--- config.mk ---
export PLATFORM = sky130hd
export DESIGN_NAME = eeprom_ctrl_top
export DESIGN_NICKNAME = d
export VERILOG_FILES = /design/src/verilog/eeprom_pkg.sv /design/src/verilog/eeprom_bit_engine.sv /design/src/verilog/eeprom_sequencer.sv /design/src/verilog/eeprom_ctrl_top.sv
export SDC_FILE = /design/constraint.sdc
export NUM_CORES = 1
export LEC_CHECK = 0
export BUFFER_PORTS_ARGS = -buffer_cell sky130_fd_sc_hd__buf_4
export CAP_MARGIN = 40
export CORE_UTILIZATION = 45
export CTS_BUF_LIST = sky130_fd_sc_hd__clkbuf_8
export DETAILED_ROUTE_END_ITERATION = 10
export HOLD_SLACK_MARGIN = 0.02
export SETUP_SLACK_MARGIN = 0.3
export SYNTH_ARGS = -nofsm -noshare
export SYNTH_HDL_FRONTEND = slang
export SYNTH_SLANG_ARGS = --single-unit
export TNS_END_PERCENT = 5
--- constraint.sdc ---
create_clock -name CLK -period 6.3 [get_ports CLK]
set_input_delay 0.315 -clock CLK [delete_from_list [all_inputs] [get_ports CLK]]
set_output_delay 0.315 -clock CLK [all_outputs]
set_load 0.005 [all_outputs]
--- src/verilog/eeprom_pkg.sv ---
package eeprom_pkg;

    // 2K-byte part, 11-bit byte address
    localparam int EE_ADDR_W = 11;

    // device type code, upper nibble of the control byte
    localparam logic [3:0] EE_DEV_CODE = 4'b1010;

    // bus operations handled by the bit engine
    typedef enum logic [1:0] {
        OP_START, // also repeated start
        OP_STOP,
        OP_WRITE,
        OP_READ
    } bit_op_e;

    typedef struct packed {
        bit_op_e    op;
        logic [7:0] data;    // byte to send on OP_WRITE
        logic       ack_out; // master ack after OP_READ, 1 = nack
    } bit_cmd_t;

    typedef struct packed {
        logic [7:0] data;   // byte received on OP_READ
        logic       ack_in; // slave ack after OP_WRITE, 1 = nack
    } bit_rsp_t;

    // transaction sequencer states
    typedef enum logic [3:0] {
        S_IDLE,
        S_START,
        S_CTRL_W,
        S_ADDR,
        S_DATA_W,
        S_RESTART,
        S_CTRL_R,
        S_DATA_R,
        S_STOP,
        S_DONE
    } seq_state_e;

endpackage

--- src/verilog/eeprom_bit_engine.sv ---
`timescale 1ns/1ns
module eeprom_bit_engine #(
    parameter int SCL_DIV = 4
) (
    input  logic                 CLK,
    input  logic                 RESET,
    input  eeprom_pkg::bit_cmd_t cmd,
    input  logic                 cmd_valid,
    input  logic                 sda_in,
    output eeprom_pkg::bit_rsp_t rsp,
    output logic                 rsp_done,
    output logic                 scl,
    output logic                 sda_low
);

    localparam int HC_W = (SCL_DIV > 1) ? $clog2(SCL_DIV) : 1;
    localparam logic [HC_W-1:0] HC_LAST = HC_W'(SCL_DIV - 1);

    eeprom_pkg::bit_op_e op_q;
    logic                ack_out_q;
    logic                active;
    logic [HC_W-1:0]     hcnt;      // CLK cycles within a half period
    logic [4:0]          ph;        // half period within the operation
    logic [7:0]          sh;
    logic                ack_bit;
    logic                done_q;
    logic                scl_q;
    logic                sda_q;
    logic                byte_op;
    logic                half_end;
    logic [4:0]          last_ph;
    logic [3:0]          bit_idx;
    logic                drv_bit;

    assign byte_op  = (op_q == eeprom_pkg::OP_WRITE) || (op_q == eeprom_pkg::OP_READ);
    assign last_ph  = byte_op ? 5'd17 : 5'd3;
    assign half_end = active && (hcnt == HC_LAST);
    assign bit_idx  = ph[4:1]; // even phase = scl low, odd = scl high

    // level to put on sda for the current bit, 1 pulls low
    always_comb
    begin
        if (bit_idx == 4'd8)
            drv_bit = (op_q == eeprom_pkg::OP_READ) ? ~ack_out_q : 1'b0;
        else
            drv_bit = (op_q == eeprom_pkg::OP_WRITE) ? ~sh[7] : 1'b0;
    end

    always_ff @(posedge CLK)
    begin
        if (RESET)
        begin
            active <= 1'b0;
            hcnt   <= '0;
            ph     <= '0;
            done_q <= 1'b0;
        end
        else
        begin
            done_q <= 1'b0;
            if (!active)
            begin
                if (cmd_valid)
                begin
                    active <= 1'b1;
                    hcnt   <= '0;
                    ph     <= '0;
                end
            end
            else if (half_end)
            begin
                hcnt <= '0;
                if (ph == last_ph)
                begin
                    active <= 1'b0;
                    done_q <= 1'b1;
                end
                else
                    ph <= ph + 5'd1;
            end
            else
                hcnt <= hcnt + 1'b1;
        end
    end

    // command latch and shift register
    always_ff @(posedge CLK)
    begin
        if (!active && cmd_valid)
        begin
            op_q      <= cmd.op;
            ack_out_q <= cmd.ack_out;
            sh        <= cmd.data;
        end
        else if (half_end && byte_op && ph[0])
        begin
            // end of high half, sda is stable here
            if (bit_idx == 4'd8)
                ack_bit <= sda_in;
            else
                sh <= {sh[6:0], sda_in};
        end
    end

    // scl and sda drivers
    always_ff @(posedge CLK)
    begin
        if (RESET)
        begin
            scl_q <= 1'b1;
            sda_q <= 1'b0;
        end
        else if (!active)
        begin
            if (cmd_valid)
            begin
                case (cmd.op)
                    eeprom_pkg::OP_START: sda_q <= 1'b0; // release first
                    eeprom_pkg::OP_STOP:  sda_q <= 1'b1; // scl is low here
                    default:              scl_q <= 1'b0;
                endcase
            end
        end
        else if (byte_op)
        begin
            // data moves one cycle into the low half
            if (!ph[0] && hcnt == '0)
                sda_q <= drv_bit;
            if (half_end)
                scl_q <= ~ph[0];
        end
        else if (half_end)
        begin
            case (ph[1:0])
                2'd0: scl_q <= 1'b1;
                2'd1: sda_q <= (op_q == eeprom_pkg::OP_START); // start or stop edge
                2'd2:
                begin
                    if (op_q == eeprom_pkg::OP_START)
                        scl_q <= 1'b0;
                end
                default: ;
            endcase
        end
    end

    assign rsp      = '{data: sh, ack_in: ack_bit};
    assign rsp_done = done_q;
    assign scl      = scl_q;
    assign sda_low  = sda_q;

endmodule

--- src/verilog/eeprom_sequencer.sv ---
`timescale 1ns/1ns
module eeprom_sequencer (
    input  logic                               CLK,
    input  logic                               RESET,
    input  logic                               wr,
    input  logic                               rd,
    input  logic [eeprom_pkg::EE_ADDR_W-1:0]   addr,
    input  logic [7:0]                         wdata,
    input  eeprom_pkg::bit_rsp_t               rsp,
    input  logic                               rsp_done,
    output eeprom_pkg::bit_cmd_t               cmd,
    output logic                               cmd_valid,
    output logic [7:0]                         rdata,
    output logic                               ack,
    output logic                               nack,
    output logic                               busy
);

    eeprom_pkg::seq_state_e               state;
    eeprom_pkg::seq_state_e               state_nxt;
    eeprom_pkg::bit_cmd_t                 cmd_q;
    logic                                 cmd_valid_q;
    logic                                 is_rd;
    logic [eeprom_pkg::EE_ADDR_W-1:0]     addr_q;
    logic [7:0]                           wdata_q;
    logic [7:0]                           rd_byte;
    logic [7:0]                           rdata_q;
    logic                                 nack_run; // nack seen in this transaction
    logic                                 nack_q;
    logic                                 ack_slot;
    logic                                 accept;

    // bus command issued on entry to each state
    function automatic eeprom_pkg::bit_cmd_t make_cmd(
        input eeprom_pkg::seq_state_e           st,
        input logic [eeprom_pkg::EE_ADDR_W-1:0] a,
        input logic [7:0]                       d
    );
        eeprom_pkg::bit_cmd_t c;
        c.op      = eeprom_pkg::OP_STOP;
        c.data    = 8'h00;
        c.ack_out = 1'b1; // single byte read always ends with nack
        case (st)
            eeprom_pkg::S_START,
            eeprom_pkg::S_RESTART:
                c.op = eeprom_pkg::OP_START;
            eeprom_pkg::S_CTRL_W:
            begin
                c.op   = eeprom_pkg::OP_WRITE;
                c.data = {eeprom_pkg::EE_DEV_CODE, a[eeprom_pkg::EE_ADDR_W-1 -: 3], 1'b0};
            end
            eeprom_pkg::S_ADDR:
            begin
                c.op   = eeprom_pkg::OP_WRITE;
                c.data = a[7:0];
            end
            eeprom_pkg::S_DATA_W:
            begin
                c.op   = eeprom_pkg::OP_WRITE;
                c.data = d;
            end
            eeprom_pkg::S_CTRL_R:
            begin
                c.op   = eeprom_pkg::OP_WRITE;
                c.data = {eeprom_pkg::EE_DEV_CODE, a[eeprom_pkg::EE_ADDR_W-1 -: 3], 1'b1};
            end
            eeprom_pkg::S_DATA_R:
                c.op = eeprom_pkg::OP_READ;
            default: ;
        endcase
        return c;
    endfunction

    assign accept   = (state == eeprom_pkg::S_IDLE) && (wr || rd);
    assign ack_slot = state inside {eeprom_pkg::S_CTRL_W, eeprom_pkg::S_ADDR,
                                    eeprom_pkg::S_DATA_W, eeprom_pkg::S_CTRL_R};

    // where to go when the current bus operation finishes
    always_comb
    begin
        state_nxt = state;
        case (state)
            eeprom_pkg::S_START:   state_nxt = eeprom_pkg::S_CTRL_W;
            eeprom_pkg::S_CTRL_W:
                state_nxt = rsp.ack_in ? eeprom_pkg::S_STOP : eeprom_pkg::S_ADDR;
            eeprom_pkg::S_ADDR:
            begin
                if (rsp.ack_in)
                    state_nxt = eeprom_pkg::S_STOP;
                else if (is_rd)
                    state_nxt = eeprom_pkg::S_RESTART;
                else
                    state_nxt = eeprom_pkg::S_DATA_W;
            end
            eeprom_pkg::S_DATA_W:  state_nxt = eeprom_pkg::S_STOP;
            eeprom_pkg::S_RESTART: state_nxt = eeprom_pkg::S_CTRL_R;
            eeprom_pkg::S_CTRL_R:
                state_nxt = rsp.ack_in ? eeprom_pkg::S_STOP : eeprom_pkg::S_DATA_R;
            eeprom_pkg::S_DATA_R:  state_nxt = eeprom_pkg::S_STOP;
            eeprom_pkg::S_STOP:    state_nxt = eeprom_pkg::S_DONE;
            default:               state_nxt = state;
        endcase
    end

    always_ff @(posedge CLK)
    begin
        if (RESET)
        begin
            state       <= eeprom_pkg::S_IDLE;
            cmd_valid_q <= 1'b0;
            nack_run    <= 1'b0;
            nack_q      <= 1'b0;
        end
        else
        begin
            cmd_valid_q <= 1'b0;
            if (accept)
            begin
                state       <= eeprom_pkg::S_START;
                cmd_valid_q <= 1'b1;
                nack_run    <= 1'b0;
            end
            else if (state == eeprom_pkg::S_DONE)
                state <= eeprom_pkg::S_IDLE;
            else if (rsp_done && state != eeprom_pkg::S_IDLE)
            begin
                state <= state_nxt;
                if (state_nxt != eeprom_pkg::S_DONE)
                    cmd_valid_q <= 1'b1;
                if (ack_slot && rsp.ack_in)
                    nack_run <= 1'b1;
                if (state == eeprom_pkg::S_STOP)
                    nack_q <= nack_run; // publish with ack
            end
        end
    end

    // request and data registers
    always_ff @(posedge CLK)
    begin
        if (accept)
        begin
            is_rd   <= ~wr; // wr wins
            addr_q  <= addr;
            wdata_q <= wdata;
            cmd_q   <= make_cmd(eeprom_pkg::S_START, addr, wdata);
        end
        else if (rsp_done && state != eeprom_pkg::S_IDLE && state != eeprom_pkg::S_DONE)
        begin
            cmd_q <= make_cmd(state_nxt, addr_q, wdata_q);
            if (state == eeprom_pkg::S_DATA_R)
                rd_byte <= rsp.data;
            if (state == eeprom_pkg::S_STOP && is_rd && !nack_run)
                rdata_q <= rd_byte;
        end
    end

    assign cmd       = cmd_q;
    assign cmd_valid = cmd_valid_q;
    assign rdata     = rdata_q;
    assign ack       = (state == eeprom_pkg::S_DONE);
    assign nack      = nack_q;
    assign busy      = (state != eeprom_pkg::S_IDLE);

endmodule

--- src/verilog/eeprom_ctrl_top.sv ---
`timescale 1ns/1ns
module eeprom_ctrl_top #(
    parameter int SCL_DIV = 4 // CLK cycles per scl half period
) (
    input  logic                             CLK,
    input  logic                             RESET,
    input  logic                             wr,
    input  logic                             rd,
    input  logic [eeprom_pkg::EE_ADDR_W-1:0] addr,
    input  logic [7:0]                       wdata,
    input  logic                             sda_in,
    output logic [7:0]                       rdata,
    output logic                             ack,
    output logic                             nack,
    output logic                             busy,
    output logic                             scl,
    output logic                             sda_low
);

    eeprom_pkg::bit_cmd_t cmd;
    logic                 cmd_valid;
    eeprom_pkg::bit_rsp_t rsp;
    logic                 rsp_done;

    // transaction level
    eeprom_sequencer u_seq (
        .CLK       (CLK),
        .RESET     (RESET),
        .wr        (wr),
        .rd        (rd),
        .addr      (addr),
        .wdata     (wdata),
        .rsp       (rsp),
        .rsp_done  (rsp_done),
        .cmd       (cmd),
        .cmd_valid (cmd_valid),
        .rdata     (rdata),
        .ack       (ack),
        .nack      (nack),
        .busy      (busy)
    );

    // bit level, owns scl and sda
    eeprom_bit_engine #(
        .SCL_DIV (SCL_DIV)
    ) u_bit (
        .CLK       (CLK),
        .RESET     (RESET),
        .cmd       (cmd),
        .cmd_valid (cmd_valid),
        .sda_in    (sda_in),
        .rsp       (rsp),
        .rsp_done  (rsp_done),
        .scl       (scl),
        .sda_low   (sda_low)
    );

endmodule

==> key figures <==
Run status
  – Outcome: complete, no violations

Yosys
  – Mapped Area: 0.00316 sq mm
  – Seq cells post-synth: 75
  – Mapped Cells: 267
  – Async set-reset flop share out of synthesis: 0%
  – Warnings, synthesis: 0
  – Top cell type's share of synthesized area: 44.7%
  – Post-synthesis sequential area ratio: 62.5%
  – Post-synth EDFFs: 47
  – Mapped Avg Cell Area: 11.8 sq um
  – Yosys cell types: 51
  – Main synth FF type: edfxtp_1
  – Leading area contributor after synthesis: edfxtp_1
  – Main area contributors after synthesis: edfxtp_1 (45%), dfxtp_1 (18%), nand2_1 (3.7%), a211oi_1 (2.9%), nor2_1 (2.9%)
  – Net count of the mapped netlist: 297

Clock network
  – CTS Buf Count: 9
  – Sink Count: 75
  – CTS max path bufs: 2
  – Clk slew on worst S/H paths: 0.08 ns
  – Worst-skew pair later-pin latency: 0.34 ns
  – CTS tree: built
  – CTS-repair resized insts: 0
  – Setup bufs post-CTS: 0
  – H-Tree Depth: 3
  – CTS Hold Bufs: 0
  – Root Buffer Master: clkbuf_8

Pwr
  – Sequential share of power: 53.1%
  – Switching power total: 215 uW
  – Clock power share: 42.0%
  – Max IR drop VDD: 144 uV
  – Power Internal: 828 uW
  – Logic pwr share: 4.9%
  – Leakage power: 1.37 nW
  – Pwr dens: 280 mW/mm^2
  – Sw frac: 20.6%

Drt
  – Antenna-violating nets left: 0
  – Final wirelength: 5.33 mm
  – First-pass iteration count of the detailed router: 4
  – DR WL/cell: 13.2 um
  – Initial DRC Count: 101
  – Drc violations: 0
  – Detailed-route vias per instance: 5.06
  – Routed via count: 2043

STA
  – Slew Limit Fails: 0
  – Final period util: 32.4%
  – Setup Viol. Count Final: 0
  – Achievable Freq: 489 MHz
  – Post-route minimum period: 2.04 ns
  – Worst Clk Skew: 0.00841 ns
  – Setup_tns: 0 ns
  – Slew headroom: 49.9%
  – Worst-margin pin slew: 0.752 ns
  – Hold Fails Final Rpt: 0
  – Setup ws final: 4.26 ns
  – Unrepaired setup endpoints after global routing: false

Worst hold path
  – Min-Delay Startpoint: wdata[6]
  – Hold WC Path Type: in2reg

Final layout
  – Layout Nets: 333
  – Most frequent cells in the layout: edfxtp_1 (47), buf_4 (36), nand2_1 (31)
  – Layout Utilization: 54.8%
  – ANT cells: 0
  – Commonest non-fill, non-tap cell in the layout: edfxtp_1
  – Layout cell share with drive strength beyond 1: 19.5%
  – Layout area overhead: 18.0%

Setup path
  – Arrival @ worst endpoint: 2.09 ns
  – Critical path class: reg2reg
  – Top cell family by delay on the critical path: simple AND/OR/NAND/NOR gates
  – Peak per-stage delay on the critical path: 0.55 ns
  – Startpoint class of the critical path: register
  – WP data required: 6.34 ns
  – Reg2reg start: u_seq.state[0]
  – Critical Path Fanout Max: 15
  – Worst path bufs/invs: 1
  – Worst path cell trace: nor2_1 -> nand4_1 -> nor3b_1 -> buf_2
  – Worst Setup SP: u_seq.state[0]
  – Max stage delay cell, worst path: nor3b_1
  – Crit. End Element: register

Floorplanning
  – Die ar.: 0.00735 sq mm
  – Core box area: 0.00679 sq mm
  – Initial Utilization: 46.4%
  – Die Y: 85.7 um
  – Top Ports: 37
  – Die extent in x: 85.7 um
  – FP Rows: 30

Global routing
  – Largest net degree at the start of global routing: 28
  – First-pass GRT wire length: 9.04 mm
  – Total GRT Usage: 16.4%
  – Vias in the first global route: 1942
  – Total gr overflow: 0
  – Initial antenna violation count: 0

Place
  – Worst slack, placed: 4.28 ns
  – Buffers on Ports: 36
  – GP Congestion: 0.814
  – Detailed Place HPWL: 3.61 mm

Flow run
  – Max_cap viols: 0
[cell families after synthesis]
family	Yosys count	synth area share [%]
simple gates	94	15.8
mux	3	0.952
flops	75	62.5
compound gates	60	13.7
buf+inv	26	3.81
fa+ha+maj	6	2.38
xor+xnor	3	0.833
[synthesized netlist by cell type (2+ instances only)]
cell type / number
nor3_1: 5
nand3b_1: 3
o21a_1: 3
a221oi_1: 3
nand4_1: 3
nand3_1: 3
a211oi_1: 12
buf_6: 2
and3b_1: 2
inv_2: 2
buf_2: 6
nand2_1: 31
a211o_1: 2
o211ai_1: 4
a22oi_1: 3
o21ai_0: 6
a222oi_1: 4
mux2i_1: 3
xor2_1: 3
o21ai_1: 4
ha_1: 6
nor2_1: 24
a31oi_1: 2
edfxtp_1: 47
or3_1: 2
clkbuf_1: 6
inv_1: 10
nand2b_1: 5
dfxtp_1: 28
a21oi_1: 11
or3b_1: 2
[registers in the layout, summed over array words and instances, names as in the netlist, 2 cells and up]
signal         cells
u_seq.wdata_q      8
u_bit.sh           8
u_seq.cmd         10
u_seq.addr_q      11
u_seq.rdata        8
u_bit.ph           5
u_bit.hcnt         2
u_seq.rd_byte      8
u_seq.state        4
u_bit.op_q         2
[metrics by stage]
step           hold slack [ns]  cell area [sq um]  cells  power [mW]
6_report                 0.143               3720    404        1.04
5_1_grt                  0.111               3720    404        1.08
4_1_cts                  0.125               3720    404        1.05
3_5_place_dp             0.405               3490    388       0.617
3_3_place_gp             0.404               3470    385       0.617
2_1_floorplan            0.393               3160    267       0.595
[layer usage]
layer / up-vias / track usage [%] / routed length, um / share of wire (%)
li1: 1065 / - / - / -
met1: 909 / 21.9 / 2580 / 48
met2: 52 / 24.1 / 2400 / 45
met3: 17 / 5.10 / 221 / 4.1
met4: 0 / 8.48 / 135 / 2.5
met5: - / 0 / 0 / 0
[cell type report]
| class | count | area [sq um] |
|---|---|---|
| fill | 576 | 3070 |
| sequential | 75 | 1970 |
| multi-input combinational | 166 | 1060 |
| timing repair buffer | 39 | 285 |
| clock buffer | 9 | 124 |
| tap | 96 | 120 |
| clock inverter | 7 | 115 |
| inverter | 12 | 45.0 |
[power by group through the flow]
stage | registers (mW) | logic, mW | clock network, mW
after global routing | 0.556 | 0.0576 | 0.471
after global placement | 0.564 | 0.0522 | 0
after detailed placement | 0.565 | 0.0524 | 0
after CTS | 0.554 | 0.0526 | 0.448
final | 0.554 | 0.0514 | 0.438
after floorplan | 0.559 | 0.0351 | 0
[worst paths after layout]
kind,endpoint,slack [ns],depth (start not counted)
setup / recovery,u_seq.rdata[6],4.26,4
hold / removal,u_seq.wdata_q[6],0.14,1
setup reg to reg,u_seq.rdata[6],4.26,4
hold reg to reg,u_seq.rdata[1],0.42,0
(Power assumes the default switching activity.)
